File: src/bk_defines.svh
// Sizes are fixed for 512-byte SD sectors of 16-bit words and an 8-bit sector index
`ifndef BK_DEFINES_SVH
`define BK_DEFINES_SVH

// ==================================================
// Sector and word geometry
// ==================================================
`define BK_WORDS        256     // Words per SD sector and buffer depth
`define BK_WORD_W       16      // Width of one buffer or memory word
`define BK_LOAD_SECTORS 256     // A load always reads the largest possible save

// ==================================================
// Save size masks, in units of sectors minus one
// ==================================================
// EEPROM tops out at 8 KiB, 16 sectors
`define BK_EEPROM_MASK  8'h0F
// SRAM is 32 KiB, 64 sectors
`define BK_SRAM_MASK    8'h3F
// Flash is 64 KiB, the 1M part doubles it through the top bit
`define BK_FLASH_MASK   8'h7F

`endif

File: src/bk_pkg.sv
// Widths follow bk_defines.svh and the memory address is always {sector, word}
`include "bk_defines.svh"

package bk_pkg;

	// ==================================================
	// Plain vectors
	// ==================================================
	typedef logic [`BK_WORD_W-1:0]               buf_word_t;  // One 16-bit data word
	typedef logic [$clog2(`BK_WORDS)-1:0]        word_idx_t;  // Word within a sector
	typedef logic [$clog2(`BK_LOAD_SECTORS)-1:0] sector_t;    // Sector index, also the save size
	typedef logic [$bits(sector_t)+$bits(word_idx_t)-1:0] mem_addr_t;  // {sector, word}

	// ==================================================
	// Grouped signals
	// ==================================================
	typedef struct packed {
		logic eeprom;                // Bus access hits EEPROM
		logic sram;                  // Bus access hits SRAM
		logic flash;                 // Bus access hits Flash
	} save_kind_t;

	typedef struct packed {
		logic        mounted;        // One-cycle mount strobe from the host
		logic        readonly;
		logic [31:0] size;           // Image size in bytes
	} image_info_t;

	typedef struct packed {
		logic      req;              // One-cycle request pulse
		logic      rnw;              // 1 read from memory (save), 0 write (load)
		mem_addr_t addr;
		buf_word_t wdata;
	} mem_cmd_t;

	typedef struct packed {
		logic    rd;                 // Read sector from SD into the buffer
		logic    wr;                 // Write the buffer out to SD
		sector_t lba;
	} sd_cmd_t;

	// Transfer sequencer states
	typedef enum logic [2:0] {IDLE, LD_WAIT_SD, LD_COPY, SV_COPY, SV_WAIT_SD} bk_state_e;

endpackage

File: src/bk_word_mover.sv
// One memory request in flight at a time, lba must hold steady while mover_start is high
`timescale 1ns/1ps
`include "bk_defines.svh"

module bk_word_mover (
	input  logic              clk_sys,
	input  logic              reset,
	input  logic              mover_start,    // Level, held for the whole sector
	input  logic              loading,        // 1 buffer to memory, 0 memory to buffer
	input  logic              mem_ready,
	input  bk_pkg::sector_t   lba,
	output bk_pkg::mem_cmd_t  mem_cmd,
	output bk_pkg::word_idx_t word_idx,
	output logic              buf_we,         // Port A write of returned read data
	output logic              mover_done      // Held until mover_start drops
);

	logic req_q;
	logic in_flight;                          // Request issued, waiting for mem_ready

	// ==================================================
	// Word walk
	// ==================================================
	always_ff @(posedge clk_sys) begin
		if (reset || !mover_start) begin
			word_idx   <= '0;                        // Rearm for the next sector
			req_q      <= 1'b0;
			in_flight  <= 1'b0;
			mover_done <= 1'b0;
		end else begin
			req_q <= 1'b0;                           // Pulse only
			if (!mover_done) begin
				if (!in_flight) begin
					req_q     <= 1'b1;                   // Address settled a cycle ago
					in_flight <= 1'b1;
				end else if (mem_ready) begin
					in_flight <= 1'b0;
					if (word_idx != bk_pkg::word_idx_t'(`BK_WORDS - 1))
						word_idx <= word_idx + 1'b1;
					else
						mover_done <= 1'b1;              // Last word of the sector
				end
			end
		end
	end

	// Save reads land in the buffer at the current word
	assign buf_we = ~loading & mem_ready & in_flight;

	// Write data is filled in at the top from buffer port A
	assign mem_cmd = '{
		req:   req_q,
		rnw:   ~loading,
		addr:  {lba, word_idx},
		wdata: '0
	};

	// Memory never answers without a request outstanding
	a_ready_in_flight: assert property (@(posedge clk_sys) disable iff (reset)
		mem_ready |-> in_flight);

endmodule

File: config.mk
export PLATFORM = sky130hd
export DESIGN_NAME = bk_word_mover
export DESIGN_NICKNAME = d
export VERILOG_FILES = /design/src/bk_pkg.sv /design/src/bk_word_mover.sv
export VERILOG_INCLUDE_DIRS = /design/src
export SDC_FILE = /design/constraint.sdc
export NUM_CORES = 1
export LEC_CHECK = 0
export ABC_AREA = 1
export ABC_CLOCK_PERIOD_IN_PS = 2200
export BUFFER_PORTS_ARGS = -buffer_cell sky130_fd_sc_hd__buf_2
export CAP_MARGIN = 0
export CORE_UTILIZATION = 44
export CTS_CLUSTER_SIZE = 40
export DETAILED_ROUTE_END_ITERATION = 16
export GPL_ROUTABILITY_DRIVEN = 0
export GPL_TIMING_DRIVEN = 0
export PLACE_DENSITY_LB_ADDON = 0.15
export SLEW_MARGIN = 20
export SYNTH_ARGS = -nofsm -noshare
export SYNTH_HDL_FRONTEND = slang
export SYNTH_SLANG_ARGS = --single-unit
File: constraint.sdc
create_clock -name clk_sys -period 2.2 [get_ports clk_sys]
set_input_delay 0 -clock clk_sys [delete_from_list [all_inputs] [get_ports clk_sys]]
set_output_delay 0 -clock clk_sys [all_outputs]
set_load 0.03 [all_outputs]
* After elaboration in Yosys (flattened, before gate mapping)
Cells that the tools add are included.
Cells by class: add/subtract/negate cells 1, eq/ne operators 1, mux-type cells 7, bitwise gates (word level) 4, reductions and logical operators 4
Operator list (number):
- $add 8x1->8 const B | 1
- $ne 8x8->1 const B | 1
- $mux 1 | 7
- $reduce_and 4->1 | 1
- $and 1x1->1 | 2
- $not 1->1 | 2
- $reduce_or 2->1 | 1
- $logic_not 1->1 | 1
- $logic_or 1x1->1 | 1
Storage, ports and cells: register bits after elaboration 11, input bits 13, output and inout bits 44

* Longest topological paths before layout
depth after elaboration 5, gate-level depth with buffers 8

* Worst setup path after synthesis
Ideal clock, no wire load.
path type register to register, from reg word_idx[0], to reg word_idx[7], setup time 0.114 ns, data arrival time 1.370 ns, required time 2.086 ns, path slack 0.716 ns, stages on the path, launching flop included 9, path buffers 0, cells stage by stage dfxtp_1 -> ha_1 -> nand2_1 -> nor2_4 -> nand2_4 -> nand2_4 -> nor2_1 -> nor2_1 -> nor2_1
Between the ends: word-level cells in the longest chain between the ends 2
Ends and longest elaborated chain:
- start, declared | line bk_word_mover.sv:13 | output bk_pkg::word_idx_t word_idx,
- start signal, assigned | line bk_word_mover.sv:39 | word_idx <= word_idx + 1'b1;
- parallel branches: the longest is 2 deep, another holds $add 8x1->8
Parallel ways; which one is timed is not known. A chain may end at the register's enable or synchronous reset.

* Worst setup path after layout
Same ends and word-level chain as after synthesis.

==> metrics.md <==
| Metric | Value |
|---|---|
| Status | finished clean |
| VDD IR max | 268 µV |
| Worst Hold Launch | mem_ready |
| Die span in y | between 40 and 50 µm |
| First drt pass iteration count | 4 |
| CP startpoint kind | register |
| Most frequent cells in the layout | buf_4 (33), buf_2 (32), nand2_1 (19), conb_1 (16), nor2_1 (14) |
| Antenna-violating nets left | 0 |
| Num rows | 15 |
| Number of buffers created by CTS | 3 |
| Final core area utilization | 63.4% |
| Critical path data arrival time | 1.53 ns |
| Design area | 1110 µm² |
| Max FO, Critical Path | 9 |
| FF+latch count, synth | 11 |
| DP Area | 1080 µm² |
| Peak Freq | around 740 MHz |
| Core area | around 1700 µm² |
| Post-Synth Adder-Cell Area | 1.50% |
| H-tree Lvls | 1 |
| Die ar. | ~2100 µm² |
| Worst Setup End Kind | register |
| Min Tclk post-route | 1.35 ns |
| Wirelength per Cell | 7.78 µm |
| Largest buffer count on any clock path | 2 |
| GRT Residual Overflow | 0 |
| Post-synthesis mux area share | 0% |
| Number of global-route vias before repair | 568 |
| Crit share post-route | 61.3% |
| Root Buffer | clkbuf_4 |
| Clock sink count | 11 |
| WL final | 1520 µm |
| Final Max Tran Viols | 0 |
| Distinct cells, synth | 18 |
| Post-synthesis xor/xnor area fraction | under 10% |
| CP Class | register to register |
| Synth top area cells | buf_4 (30%), dfxtp_1 (26%), nand2_1 (8.6%) |
| First-pass GRT wire length | about 2200 µm |
| Port-buffer cells | 32 |
| Skew-Pair Late Insertion Delay | 0.28 ns |
| Drt via density | between 4 and 5 |
| Commonest non-fill, non-tap cell in the layout | buf_4 |
| Synthesis warning total | 0 |
| Die W | 45.5 µm |
| Largest family of logic cells by synthesized area | buffers and inverters |
| ANT cells | 0 |
| Share of layout cells above drive strength 1 | 43.5% |
| Post-Synth Simple-Gate Area | 30.3% |
| Initial core utilization | 47.7% |
| Post-synth top area cell | buf_4 |
| Total Routing Usage GR | 14.9% |
| Hpwl dp | 1210 µm |
| # IOs | 57 |
| Leak | 0.651 nW |
| Seq/Total Area, Yosys | 26.4% |
| Share of the synthesized area in the top cell type | 29.7% |
| Initial antenna violation count | 0 |
| CP startpoint | word_idx[0] |
| Largest net degree at the start of global routing | 11 |
| DRC | 0 |
| Synth Area in Compound Gates | 4.65% |
| Drt initial violations | 15 |
| Mean post-synth cell area | roughly 7 µm² |
| Fill cells | approximately 160 |
| Final net count | roughly 190 |
| CTS tree | built |
| Via count | 807 |
| WHS | 0.0207 ns |
| Clk_skew | a little under 0.007 ns |
| Hold Path Class | input pin to register |
| Setup repair bufs after CTS | 0 |
| Maxcap violations | 0 |
| TNS Setup | 0 ns |
| R2R Path Start | word_idx[0] |
| Power per cell area | 424 nW/µm² |
| Clk slew on worst S/H paths | 0.08 ns |
| Hold_buf cts | 0 |
| Final hold vios | 0 |
| Required time worst endpoint | 2.38 ns |
| Layout area overhead | 32.9% |
| CTS resizes | 0 |
| Synth Instances | 119 |
| Final setup viols | 0 |
| Synth Cell Area | 833 µm² |
| RSZ-0062 raised after global routing | false |
## cells by family after synthesis
| family | count (synthesis) |
|---|---|
| AOI/OAI and AO/OA | 7 |
| xor gates and xnor gates | 1 |
| adders and majority gates | 1 |
| buffers and inverters | 46 |
| DFF | 11 |
| other | 1 |
| and+or+nand+nor | 52 |
## synthesized netlist by cell type
cell and n:
a21oi_2 1, buf_4 33, xor2_1 1, inv_1 12
a21oi_1 4, ha_1 1, dfxtp_1 11, nand3b_1 2
nor2_1 14, inv_2 1, nand3_1 9, nand4_1 3
nand2_1 19, nor3_1 1, nor2_4 2, nand2_4 2
conb_1 1, o21ai_0 2
## final cells by class
| type | instances | area (µm²) | area share [%] |
|---|---|---|---|
| plain buffers | 33 | 248 | 22.4 |
| repair buffers | 32 | 160 | 14.5 |
| clock buffers | 4 | 26.3 | 2.37 |
| well taps | 25 | 31.3 | 2.82 |
| flip-flops and latches | 11 | 220 | 19.9 |
| inverters | 13 | 48.8 | 4.41 |
| multi-input cells | 77 | 373 | 33.7 |
## state kept, by name, indices dropped and copies added, names as in the netlist
register and count:
mover_done 1, req_q 1, in_flight 1, word_idx 8
## worst paths after layout
kind	endpoint	slack [ns]	cells after the start
setup reg to reg	word_idx[7]	0.85	8
hold reg to reg	req_q	0.44	1
setup / recovery	word_idx[7]	0.85	8
hold / removal	mover_done	0.02	3
## metrics by stage
step	power (mW)	setup WS [ns]	instances
global route	0.490	0.712	195
floorplan	0.312	0.716	134
detailed placement	0.328	0.857	191
global placement	0.328	0.868	191
finish	0.469	0.852	195
CTS	0.466	0.847	195
## metal layers
layer  global-route usage (%)  share of wire (%)  wire [µm]
met1                     16.6                 42        638
met2                     26.0                 48        732
met3                     3.57                8.0        121
met4                     7.27                1.6         25
met5                        0                  0          0
## worst max-delay path: stages (launching register included)
cell and delay (ns):
dfxtp_1 0.40, ha_1 0.22, nand2_1 0.12, nor2_4 0.14, nand2_4 0.11, nand2_4 0.10
nor2_1 0.04, nor2_1 0.07, nor2_1 0.05
## report_power, final
part / leakage, nW / total (mW) / switching [mW] / internal [mW]
combinational: 0.547 / 0.121 / 0.0782 / 0.0430
sequential: 0.0891 / 0.203 / 0.00195 / 0.201
clock: 0.0150 / 0.145 / 0.0743 / 0.0704
Power figures use the tool's default switching activity.
