`src/bk_defines.svh`:
```
// Sizes are fixed for 512-byte SD sectors of 16-bit words and an 8-bit sector index
`ifndef BK_DEFINES_SVH
`define BK_DEFINES_SVH

// ==================================================
// Sector and word geometry
// ==================================================
`define BK_WORDS        256     // Words per SD sector and buffer depth
`define BK_WORD_W       16      // Width of one buffer or memory word
`define BK_LOAD_SECTORS 256     // A load always reads the largest possible save

// ==================================================
// Save size masks, in units of sectors minus one
// ==================================================
// EEPROM tops out at 8 KiB, 16 sectors
`define BK_EEPROM_MASK  8'h0F
// SRAM is 32 KiB, 64 sectors
`define BK_SRAM_MASK    8'h3F
// Flash is 64 KiB, the 1M part doubles it through the top bit
`define BK_FLASH_MASK   8'h7F

`endif

```
`src/bk_pkg.sv`:
```
// Widths follow bk_defines.svh and the memory address is always {sector, word}
`include "bk_defines.svh"

package bk_pkg;

	// ==================================================
	// Plain vectors
	// ==================================================
	typedef logic [`BK_WORD_W-1:0]               buf_word_t;  // One 16-bit data word
	typedef logic [$clog2(`BK_WORDS)-1:0]        word_idx_t;  // Word within a sector
	typedef logic [$clog2(`BK_LOAD_SECTORS)-1:0] sector_t;    // Sector index, also the save size
	typedef logic [$bits(sector_t)+$bits(word_idx_t)-1:0] mem_addr_t;  // {sector, word}

	// ==================================================
	// Grouped signals
	// ==================================================
	typedef struct packed {
		logic eeprom;                // Bus access hits EEPROM
		logic sram;                  // Bus access hits SRAM
		logic flash;                 // Bus access hits Flash
	} save_kind_t;

	typedef struct packed {
		logic        mounted;        // One-cycle mount strobe from the host
		logic        readonly;
		logic [31:0] size;           // Image size in bytes
	} image_info_t;

	typedef struct packed {
		logic      req;              // One-cycle request pulse
		logic      rnw;              // 1 read from memory (save), 0 write (load)
		mem_addr_t addr;
		buf_word_t wdata;
	} mem_cmd_t;

	typedef struct packed {
		logic    rd;                 // Read sector from SD into the buffer
		logic    wr;                 // Write the buffer out to SD
		sector_t lba;
	} sd_cmd_t;

	// Transfer sequencer states
	typedef enum logic [2:0] {IDLE, LD_WAIT_SD, LD_COPY, SV_COPY, SV_WAIT_SD} bk_state_e;

endpackage

```
`src/bk_save_size.sv`:
```
// A mounted image fixes the size until the next cart_start, sizes above 128 KiB are not seen
`timescale 1ns/1ps
`include "bk_defines.svh"

module bk_save_size (
	input  logic                clk_sys,
	input  logic                reset,
	input  logic                cart_start,     // New cartridge, forget the old size
	input  bk_pkg::save_kind_t  save_kind,
	input  logic                bus_req,        // Strobe of one save bus access
	input  logic                flash_1m,
	input  bk_pkg::image_info_t image,
	input  logic                busy,           // Transfer running
	output bk_pkg::sector_t     save_sz,
	output logic                bk_ena,
	output logic                pending
);

	logic            use_img;                  // Size locked by a mounted image
	logic            save_hit;
	logic            img_ok;
	bk_pkg::sector_t kind_mask;

	// ==================================================
	// Size tracking
	// ==================================================
	assign save_hit  = bus_req & (|save_kind);
	assign img_ok    = image.mounted & (|image.size) & ~image.readonly;
	assign kind_mask = (save_kind.eeprom ? `BK_EEPROM_MASK : 8'h00)
		| (save_kind.sram ? `BK_SRAM_MASK : 8'h00)
		| (save_kind.flash ? ({flash_1m, 7'h00} | `BK_FLASH_MASK) : 8'h00);

	always_ff @(posedge clk_sys) begin
		if (reset) begin
			save_sz <= '0;
			use_img <= 1'b0;
		end else begin
			if (cart_start) begin
				save_sz <= '0;
				use_img <= 1'b0;
			end
			if (bus_req && !use_img)
				save_sz <= save_sz | kind_mask;      // Grows with each kind touched
			if (img_ok) begin
				use_img <= 1'b1;
				save_sz <= image.size[16:9] - 1'b1;  // Bytes to last sector index
			end
		end
	end

	assign bk_ena = |save_sz;                      // Nothing to move at size zero

	// ==================================================
	// Unsaved data flag
	// ==================================================
	always_ff @(posedge clk_sys) begin
		if (reset)
			pending <= 1'b0;
		else if (save_hit)
			pending <= 1'b1;                         // New write wins over a running save
		else if (busy)
			pending <= 1'b0;
	end

endmodule

```
`config.mk`:
```
export PLATFORM = sky130hd
export DESIGN_NAME = bk_save_size
export DESIGN_NICKNAME = d
export VERILOG_FILES = /design/src/bk_pkg.sv /design/src/bk_save_size.sv
export VERILOG_INCLUDE_DIRS = /design/src
export SDC_FILE = /design/constraint.sdc
export NUM_CORES = 1
export LEC_CHECK = 0
export BUFFER_PORTS_ARGS = -buffer_cell sky130_fd_sc_hd__buf_2
export CAP_MARGIN = 20
export CORE_MARGIN = 3
export CORE_UTILIZATION = 38
export CTS_CLUSTER_SIZE = 16
export DETAILED_ROUTE_END_ITERATION = 8
export PLACE_DENSITY = 0.77
export SETUP_SLACK_MARGIN = 0.1
export SYNTH_ARGS = -nofsm -noshare
export SYNTH_HDL_FRONTEND = slang
export SYNTH_SLANG_ARGS = --single-unit
```
`constraint.sdc`:
```
create_clock -name clk_sys -period 2.31 [get_ports clk_sys]
set_input_delay 0.1155 -clock clk_sys [delete_from_list [all_inputs] [get_ports clk_sys]]
set_output_delay 0.1155 -clock clk_sys [all_outputs]
set_load 0.01 [all_outputs]
```
# Yosys cells after proc, flatten, opt, wreduce, memory -nomap -nowiden
# Cells that the tools add are included.
[totals]
mem_bits_ro = 0
n_memories = 0
ramBits = 0
out_inout_bits = 10
register_bits = 10
latch_bits = 0
wordCells = 29
[op_classes]
eq_ne = 0
div_mod_pow = 0
mul = 0
shift = 0
bitwise_logic = 7
muxes = 10
add_sub_neg = 1
n_reduce_logical = 8
n_lt_le_gt_ge = 0
[op_table]
columns = ["cell", "count"]
rows = [
  ["two-way mux 8 bit", 4],
  ["OR reduction 32 bit", 1],
  ["bitwise OR 6 x 8 -> 8 bit", 1],
  ["bitwise OR 8 bit", 1],
  ["OR reduction 8 bit", 1],
  ["subtractor 8 x 1 -> 8 bit, second input constant", 1],
  ["two-way mux 6 bit", 1],
  ["bitwise OR 4 x 6 -> 6 bit", 1],
  ["two-way mux 1 bit", 4],
  ["two-way mux 4 bit", 1],
  ["nonzero test 2 bit", 2],
  ["bitwise AND 1 bit", 3],
  ["nonzero test 3 bit", 1],
  ["OR reduction 3 bit", 1],
  ["logical AND 1 bit", 1],
  ["logical NOT 1 bit", 1],
  ["inverter 1 bit", 1],
]

# Depth between registers and ports, before layout
# Gate-level depths: netlist of the first run.
[logic_depth]
word_depth = 6
depth_mapped = 6
ltp_nobuf = 6

# Least setup slack after synthesis of the first run
# Ideal clock, no wire load.
[synth_timing]
kind = "input to register"
from = "input image[11] (netlist name)"
to = "register save_sz[4]"
path_buffers = 0
setup_slack_ps = 444
arrival_time_ps = 1745
setup_time_ps = 121
path_stages = 4
t_required_ps = 2189
cell_sequence = "or4_4 or4_4 o31ai_4 mux2_4"
[synth_between]
elab_chain_len = 4
word_cells_on_any_way = 6
cone_classes = "add/sub (1); mux (1); bitwise (2); reduce/logical (2)"
[synth_rtl]
columns = ["element", "line", "rtl"]
rows = [
  ["start, declared", "bk_save_size.sv:12", "input bk_pkg::image_info_t image,"],
  ["parallel branches: the longest is 4 deep, another holds subtractor 8 x 1 -> 8 bit", "n/a", ""],
  ["end signal, assigned", "bk_save_size.sv:43", "save_sz <= save_sz | kind_mask;"],
  ["end signal, assigned", "bk_save_size.sv:46", "save_sz <= image.size[16:9] - 1'b1;"],
  ["end, declared", "bk_save_size.sv:14", "output bk_pkg::sector_t save_sz,"],
]
# Several ways; the timed one is not identified.
# A chain may end at the register's enable or synchronous reset.

# Worst setup path in the final report of the first run
# Ends and elaborated chain as after synthesis.

==> qor.yml, run 1 <==
finish:
  drive_gt1_share_pct: 44.9
  layout_common_cells: "buf_2 (52), dfxtp_1 (10), nor4_1 (7)"
  nNetsFinal: 184
  area_delta_synth_final_pct: 44.3
  n_antenna_cell: 0
  final_common_cell: "buf_2"
  fillerInstances: 167
timing:
  hold_viol_final: 0
  tightest_slew_ns: 0.643
  report.final.setup_viol: 0
  finalSetupTns_ns: 0
  fin_ws_ns: 0.512
  rsz0062_at_grt: "no"
  slew_viol_final: 0
  max_slew_margin_pct: 57.1
  fmax_mhz: 556
  fin_crit_ns: 1.80
  finalCritPeriodShare_pct: 77.8
  fin_skew_ns: 0.00263
flow_run:
  cap_violations: 0
route:
  first_iter_violations: 8
  dr.pass1.iters: 4
  antenna_left: 0
  viasPerCell: 5.23
  num_vias: 847
  drc: 0
  avgRoutedWirePerCell_um: 13.2
  wl_um: 2140
clocking:
  cts_buffer_depth: 2
  clock-sinks: 10
  root_buffer: "clkbuf_4"
  hold_buffers: 0
  clk_latency_ns: 0.26
  tritoncts: "built"
  cts_buffers: 3
  post-cts-setup-buffers: 0
  htree_levels: 1
  ctsResizeCount: 0
  clk_pin_slew_ns: 0.06
setup_path:
  crit_path_start_kind: "primary input"
  r2r-end: "save_sz[0]$_SDFFE_PP0P_"
  cp.arrival_ns: 1.95
  rr_startpoint: "use_img$_SDFFE_PP0P_"
  r2r_slack_ns: 0.99
  r2r_cells: 4
  cp_max_fo: 5
  critPathKind: "primary input to flip-flop"
  endpoint_kind: "flip-flop"
  crit_required_ns: 2.47
floorplan:
  die_y_um: 48.6
  core_um2: 1610
  design.die.area_um2: 2360
  start_util_pct: 42.8
  die_width_um: 48.6
  rows: 14
  ios: 53
pwr:
  internal-power_uw: 316
  switchingPower_uw: 136
  clockPowerShare_pct: 26.0
  p_leak_uw: 0.000464
  switching_share_pct: 30.0
  vdd_drop_max_mv: 0.205
  powerDensity_nw_per_um2: 454
  combPwrFrac_pct: 30.4
  pwr-share-seq_pct: 43.6
synthesis:
  ys.warnings.count: 0
  synth_cells: 85
  synth_cell_types: 31
  ys_seq_area_share_pct: 29.0
  yosys-top-cells-area: "dfxtp_1 (29%), nor4_1 (6.4%), nand2b_1 (4.5%)"
  syn_nets: 129
  synth_seq_cells: 10
  synth_top_area_share_pct: 29.0
  synth.cell_area_um2: 689
  syn_area_per_cell_um2: 8.11
  synth_top_area_cell: "dfxtp_1"
min_path:
  hp-class: "primary input to flip-flop"
  whs_endpoint: "pending$_SDFFE_PP0P_"
  holdPathStages: 3
  hp-start: "busy"
placed_design:
  detailed_place_hpwl_um: 1840
  io_buffer_count: 52
  gp_congestion: 0.734
  pre_cts_ws_ns: 0.237
global_route:
  grt_pass1_wl_um: 3490
  grt_usage_pct: 18.6
  gr-total-overflow: 0
  antenna_found_initial: 0
  grt_pass1_vias: 787
  grt_max_degree: 10
status:
  status: "finished, final reports clean"
through the flow:
stage	cell area [µm²]	std cells	total power, µW	hold slack, ns	util (%)
floorplan	689	85	267	0.227	-
global placement	972	159	332	0.384	60.3
detailed placement	972	159	337	0.389	60.3
CTS	995	162	454	0.107	61.7
global route	995	162	480	0.117	61.7
finish	995	162	452	0.110	61.7
cells by family after synthesis:
family	after synthesis	share of synthesized area (%)
compound gates	24	25.0
xor+xnor	4	5.08
fa+ha+maj	1	1.81
buf+inv	8	4.36
flops	10	29.0
mux	4	6.53
simple gates	34	28.1
area by class of cell:
| class | instances | area [µm²] | share of cell area, % |
|---|---|---|---|
| sequential | 10 | 200 | 20.1 |
| multi-input combinational | 67 | 459 | 46.2 |
| tap | 24 | 30.0 | 3.02 |
| inverter | 6 | 22.5 | 2.26 |
| timing repair buffer | 52 | 260 | 26.2 |
| clock buffer | 3 | 22.5 | 2.26 |
worst max-delay path: stages:
cell     delay (ns)
buf_2          0.12
or4_4          0.55
or4_4          0.46
o31ai_4        0.37
mux2_4         0.33
synthesized netlist by cell type:
| library cell | number |
|---|---|
| dfxtp_1 | 10 |
| nor4_1 | 7 |
| a21oi_1 | 6 |
| inv_1 | 6 |
| nor2_1 | 6 |
| o21ai_0 | 6 |
| nand2b_1 | 5 |
| nand2_1 | 4 |
| nor3_1 | 4 |
| a221oi_1 | 3 |
| mux2i_1 | 3 |
| clkbuf_1 | 2 |
| o21a_1 | 2 |
| or4_4 | 2 |
| xnor2_1 | 2 |
| xor2_1 | 2 |
| a21boi_0 | 1 |
| ha_1 | 1 |
| mux2_4 | 1 |
| nand3_1 | 1 |
| nand4_1 | 1 |
| nor2b_1 | 1 |
| nor3b_1 | 1 |
| o211ai_1 | 1 |
| o221ai_1 | 1 |
| o31a_2 | 1 |
| o31ai_1 | 1 |
| o31ai_4 | 1 |
| o41ai_1 | 1 |
| or2_2 | 1 |
| or3_2 | 1 |
how the worst max path moves through the flow:
stage / startpoint / end / slack (ns) / depth (start not counted)
6_report: image[11] / save_sz[4]$_SDFFE_PP0P_ / 0.51 / 5
4_1_cts: image[11] / save_sz[4]$_SDFFE_PP0P_ / 0.52 / 5
3_3_place_gp: image[11] / save_sz[4]$_SDFFE_PP0P_ / 0.29 / 5
3_5_place_dp: image[11] / save_sz[4]$_SDFFE_PP0P_ / 0.24 / 5
2_1_floorplan: image[11] / save_sz[4]$_SDFFE_PP0P_ / 0.44 / 4
5_1_grt: image[11] / save_sz[4]$_SDFFE_PP0P_ / 0.49 / 5
sequential cells by signal, indices dropped and copies added (netlist names):
signal   cells
use_img      1
save_sz      8
pending      1
layer usage:
metal	share of wire (%)	wire length [µm]	global-route usage, %	vias up
met4	1.9	40	10.4	0
li1	-	-	-	428
met5	0	0	0	-
met3	5.3	114	2.76	5
met1	41	881	20.7	388
met2	51	1100	33.7	26
power groups by stage:
stage	sequential [µW]	combinational [µW]	clock [µW]
2_1_floorplan	206	60.4	0
3_3_place_gp	200	132	0
3_5_place_dp	201	137	0
4_1_cts	197	138	119
5_1_grt	199	152	129
6_report	197	137	118
Note: power is estimated with default switching activity, not from simulation.
==> run 2: changes to the inputs <==
ABC_AREA = 1   (was default)
CORE_UTILIZATION = 42   (was 38)
PLACE_DENSITY = 0.79   (was 0.77)
clock period = 1.9 ns   (was 2.31 ns; I/O delays follow)
==> run 2 against run 1 <==
  * Hold slack worse by 0.066 ns
  * First-iteration DRC count is 63% higher
  * Critical path type is now flip-flop to flip-flop
  * Synthesized cell count is 67% higher
  * Clock-buffer cell count is 1 higher
  * Largest power group unchanged
  * Largest cell class unchanged
  * Critical endpoint is now save_sz[7]$_SDFFE_PP0P_
  * Register-to-register slack worse by 0.37 ns
  * Combinational power is 43% higher
  * Synthesized area is 24% higher
==> qor.yml, run 2 <==
finish:
  nNetsFinal: 242
  largest_reg_flops: 8
  fillerInstances: 186
  regArea_um2: 200
  area_delta_synth_final_pct: 37.2
  multi_input_area_um2: 581
  final_common_cell: "buf_2"
  top_regs: "save_sz: 8 flops, pending: 1 flops, use_img: 1 flops"
  n_antenna_cell: 0
  top_register: "save_sz"
  layout_common_cells: "buf_2 (52), nor2_1 (33), nand2_1 (31)"
  drive_gt1_share_pct: 35.0
synthesis:
  async_reset_ff_share_pct: 0
  ys.warnings.count: 0
  yosys-top-cells-area: "dfxtp_1 (23%), nor2_1 (15%), nand2_1 (14%)"
  syn_area_per_cell_um2: 6.00
  ys_seq_area_share_pct: 23.5
  synth_cells: 142
  synth_cell_types: 24
  syn_nets: 186
  synth_common_cells: "nor2_1 (33), nand2_1 (31), inv_1 (15)"
  synth.cell_area_um2: 852
  synth_edf_count: 0
  ys.flop_type: "dfxtp_1"
  synth.most_common_cell: "nor2_1"
  synth_top_area_cell: "dfxtp_1"
  synth_top_area_share_pct: 23.5
  synth_seq_cells: 10
route:
  avgRoutedWirePerCell_um: 9.60
  wl_um: 2130
  met3_length_um: 157
  num_vias: 1039
  wl_met2_um: 974
  top_layer_used: "met4"
  wirelength_met1_um: 969
  antenna_left: 0
  dr.pass1.iters: 4
  viasPerCell: 4.68
  drc: 0
  first_iter_violations: 13
timing:
  report.final.setup_viol: 0
  max_slew_margin_pct: 76.7
  tightest_slew_ns: 0.349
  finalSetupTns_ns: 0
  fin_skew_ns: 0.00115
  slew_viol_final: 0
  finalCritPeriodShare_pct: 67.6
  fmax_mhz: 779
  hold_viol_final: 0
  fin_crit_ns: 1.28
  rsz0062_at_grt: "no"
clocking:
  post-cts-setup-buffers: 0
  root_buffer: "clkbuf_4"
  htree_levels: 1
  clock-sinks: 10
  ctsResizeCount: 0
  hold_buffers: 0
  tritoncts: "built"
  clk_pin_slew_ns: 0.07
  cts_buffer_depth: 2
  cts_buffers: 3
  clk_latency_ns: 0.26
setup_path:
  cp_num_buf_inv: 2
  slowest_delay_ns: 0.36
  crit_path_start_kind: "flip-flop"
  endpoint_kind: "flip-flop"
  cp.arrival_ns: 1.48
  cp_top_family: "simple AND/OR/NAND/NOR gates"
  crit_required_ns: 2.10
  path_cells: "nor2_2, nor2_4, clkinv_1, o31ai_1, nand2_1, o21ai_0, inv_1, nor2_1"
  critPathKind: "flip-flop to flip-flop"
  cp_max_fo: 9
  crit_path_top_delay_cell: "dfxtp_1"
global_route:
  grt_pass1_wl_um: 3490
  grt_max_degree: 15
  antenna_found_initial: 0
  grt_pass1_vias: 943
  grt_usage_pct: 16.3
  gr-total-overflow: 0
min_path:
  hp-class: "primary input to flip-flop"
floorplan:
  design.die.area_um2: 2610
  start_util_pct: 46.8
  die_y_um: 51.0
  rows: 15
  core_um2: 1820
  ios: 53
  die_width_um: 51.0
pwr:
  p_leak_uw: 0.000620
  powerDensity_nw_per_um2: 537
  power.total_uw: 628
  vdd_drop_max_mv: 0.286
placed_design:
  detailed_place_hpwl_um: 1830
  io_buffer_count: 52
  gp_congestion: 0.795
flow_run:
  cap_violations: 0
status:
  status: "finished, final reports clean"
run 2: cell types whose count changed after synthesis, moves of 4 or more:
cell,delta
inv_1,+9
nand2_1,+27
nand2b_1,-5
nand3_1,+11
nand3b_1,+4
nor2_1,+27
nor2_2,+5
nor3_1,-4
nor4_1,-5
run 2: power by group:
part	total, µW	internal (µW)	switching (µW)
Combinational	196	92.9	103
Sequential	245	228	17.3
Clock	187	116	70.7
Total	628	437	191
run 2: final cells by class:
class | count | share of cell area, %
clock buffers | 4 | 3.10
well taps | 25 | 2.68
repair buffers | 52 | 22.3
flip-flops and latches | 10 | 17.1
multi-input cells | 115 | 49.7
inverters | 16 | 5.14
run 2: cells by family after synthesis:
group           share of synthesized area [%]
compound gates                           11.2
fa+ha+maj                                1.47
xor+xnor                                 6.17
flops                                    23.5
buf+inv                                  8.37
simple gates                             49.3
run 2: worst reg2reg max path: stages, from the launching register on:
cell	delay [ns]
dfxtp_1	0.36
nor2_2	0.10
nor2_4	0.22
clkinv_1	0.15
o31ai_1	0.10
nand2_1	0.08
o21ai_0	0.08
inv_1	0.05
nor2_1	0.07
run 2: metrics by stage:
step                      instance area, µm²  setup WS [ns]  std cells  util [%]  hold WS (ns)
final                                   1170          0.616        222      64.2        0.0442
after global routing                    1170          0.514        222      64.2        0.0519
after CTS                               1170          0.623        222      64.2        0.0441
after detailed placement                1130          0.485        218      62.2         0.318
after global placement                  1130          0.549        218      62.2         0.317
after floorplan                          852          0.818        142         -         0.157
run 2: path summary, 6_finish.rpt:
path,start,cells past startpoint,slack [ns],endpoint
worst max-delay path,use_img$_SDFFE_PP0P_,8,0.62,save_sz[7]$_SDFFE_PP0P_
worst min-delay path,reset,2,0.04,save_sz[2]$_SDFFE_PP0P_
worst max register to register,use_img$_SDFFE_PP0P_,8,0.62,save_sz[7]$_SDFFE_PP0P_
worst min register to register,pending$_SDFFE_PP0P_,2,0.46,pending$_SDFFE_PP0P_
run 2: routing by layer:
| layer | GRT usage, % | vias to the layer above |
|---|---|---|
| li1 | - | 561 |
| met1 | 19.8 | 432 |
| met2 | 30.7 | 42 |
| met3 | 1.17 | 4 |
| met4 | 4.04 | 0 |
| met5 | 0 | - |
==> run 3: changes to the inputs <==
clock period = 1.3 ns   (was 1.9 ns; I/O delays follow)
==> run 3 against run 2 <==
  * First-iteration DRC count rose by 100%
  * Die area did not move
  * Power rose by 56%
  * Final area rose by 9.3%
  * Critical endpoint is now bk_ena
  * Hold slack got worse by 0.0094 ns
==> qor.yml, run 3 (synthesized netlist as in run 2, its figures left out) <==
placed_design:
  detailed_place_hpwl_um: 1900
  io_buffer_count: 52
  gp_congestion: 0.861
status:
  status: "finished, final reports clean"
finish:
  area_delta_synth_final_pct: 49.9
  top_regs: "save_sz: 8 flops, pending: 1 flops, use_img: 1 flops"
  n_antenna_cell: 0
  final_common_cell: "buf_2"
  layout_common_cells: "buf_2 (52), nor2_1 (33), nand2_1 (30)"
  regArea_um2: 206
  final_util_pct: 70.2
  nNetsFinal: 250
  fillerInstances: 166
  drive_gt1_share_pct: 42.4
  top_register: "save_sz"
  largest_reg_flops: 8
  multi_input_area_um2: 621
timing:
  fmax_mhz: 864
  tightest_slew_ns: 0.269
  finalSetupTns_ns: 0
  fin_skew_ns: 0.00335
  slew_viol_final: 0
  finalCritPeriodShare_pct: 89.1
  max_slew_margin_pct: 82.1
  fin_crit_ns: 1.16
  rsz0062_at_grt: "yes"
  hold_viol_final: 0
  report.final.setup_viol: 0
clocking:
  clk_latency_ns: 0.27
  htree_levels: 1
  clock-sinks: 10
  clk_pin_slew_ns: 0.07
  tritoncts: "built"
  cts_buffer_depth: 2
  cts_buffers: 3
  root_buffer: "clkbuf_4"
floorplan:
  design.die.area_um2: 2610
  core_um2: 1820
  start_util_pct: 46.8
  die_width_um: 51.0
  rows: 15
  ios: 53
  die_y_um: 51.0
route:
  num_vias: 1089
  avgRoutedWirePerCell_um: 10.2
  dr.pass1.iters: 4
  viasPerCell: 4.73
  antenna_left: 0
  wl_um: 2350
  first_iter_violations: 26
  drc: 0
pwr:
  powerDensity_nw_per_um2: 769
  power.total_uw: 983
  vdd_drop_max_mv: 0.414
  p_leak_uw: 0.000673
setup_path:
  startpoint: "save_sz[6]$_SDFFE_PP0P_"
  critPathKind: "flip-flop to output pin"
  r2r_slack_ns: 0.17
  crit_path_start_kind: "flip-flop"
  crit_required_ns: 1.24
  endpoint_kind: "output pin"
  rr_startpoint: "use_img$_SDFFE_PP0P_"
  cp_max_fo: 4
  cp.arrival_ns: 1.09
global_route:
  grt_pass1_wl_um: 3660
  grt_pass1_vias: 963
  grt_usage_pct: 17.9
  grt_max_degree: 9
  gr-total-overflow: 0
  antenna_found_initial: 0
flow_run:
  cap_violations: 0
min_path:
  hp-class: "primary input to flip-flop"
  hp-start: "busy"
==> run 3: changes by cell type in the layout (fill, tap and decap cells not counted), sizes merged <==
cell,previous run,this run
inv,15,16
buf,52,59
clkinv,1,0
dlygate4sd3,0,1
==> run 3: through the flow <==
| step | hold WS [ns] | cell area [µm²] | setup slack [ns] | std cells |
|---|---|---|---|---|
| final | 0.0348 | 1280 | 0.142 | 230 |
| after global routing | 0.0520 | 1280 | 0.0721 | 230 |
| after CTS | 0.0409 | 1220 | 0.0951 | 228 |
| after detailed placement | 0.279 | 1150 | 0.0576 | 221 |
| after global placement | 0.284 | 1150 | 0.0877 | 221 |
| after floorplan | 0.127 | 852 | 0.218 | 142 |
==> run 3: repair_timing <==
item | 4_1_cts | 5_1_grt
setup endpoints to repair | 3 | 8
hold endpoints to repair | 1 | 0
hold buffers | 1 | 0
buffers inserted | 2 | 2
pin swaps | 1 | 6
resized for setup | 1 | 13
==> run 3: final timing paths <==
check | to | cells past startpoint
min | pending$_SDFFE_PP0P_ | 4
min reg2reg | pending$_SDFFE_PP0P_ | 2
max | bk_ena | 3
max reg2reg | save_sz[7]$_SDFFE_PP0P_ | 8
==> run 3: layout make-up <==
cell class | instances | share of cell area (%)
clock buffer | 4 | 2.84
inverter | 16 | 4.70
multi-input combinational | 115 | 48.6
sequential | 10 | 16.2
tap | 25 | 2.45
timing repair buffer | 60 | 25.3
==> run 3: routing by layer <==
layer | up-vias | part of all wire, % | GRT usage, %
met2 | 49 | 47 | 32.8
met3 | 5 | 8.9 | 1.46
met4 | 0 | 2.0 | 8.07
met5 | - | 0 | 0
met1 | 459 | 42 | 20.7
li1 | 576 | - | -
==> run 3: critical path: stages (launching register included) <==
cell	delay, ns
dfxtp_2	0.35
nor4_4	0.27
nand2_1	0.06
buf_2	0.14
==> run 3: report_power, final <==
| part | total [µW] | leakage, µW | internal [µW] | switching, µW |
|---|---|---|---|---|
| combinational | 327 | 0.000567 | 165 | 162 |
| clock | 287 | 0.0000210 | 170 | 116 |
| sequential | 369 | 0.0000846 | 336 | 32.6 |
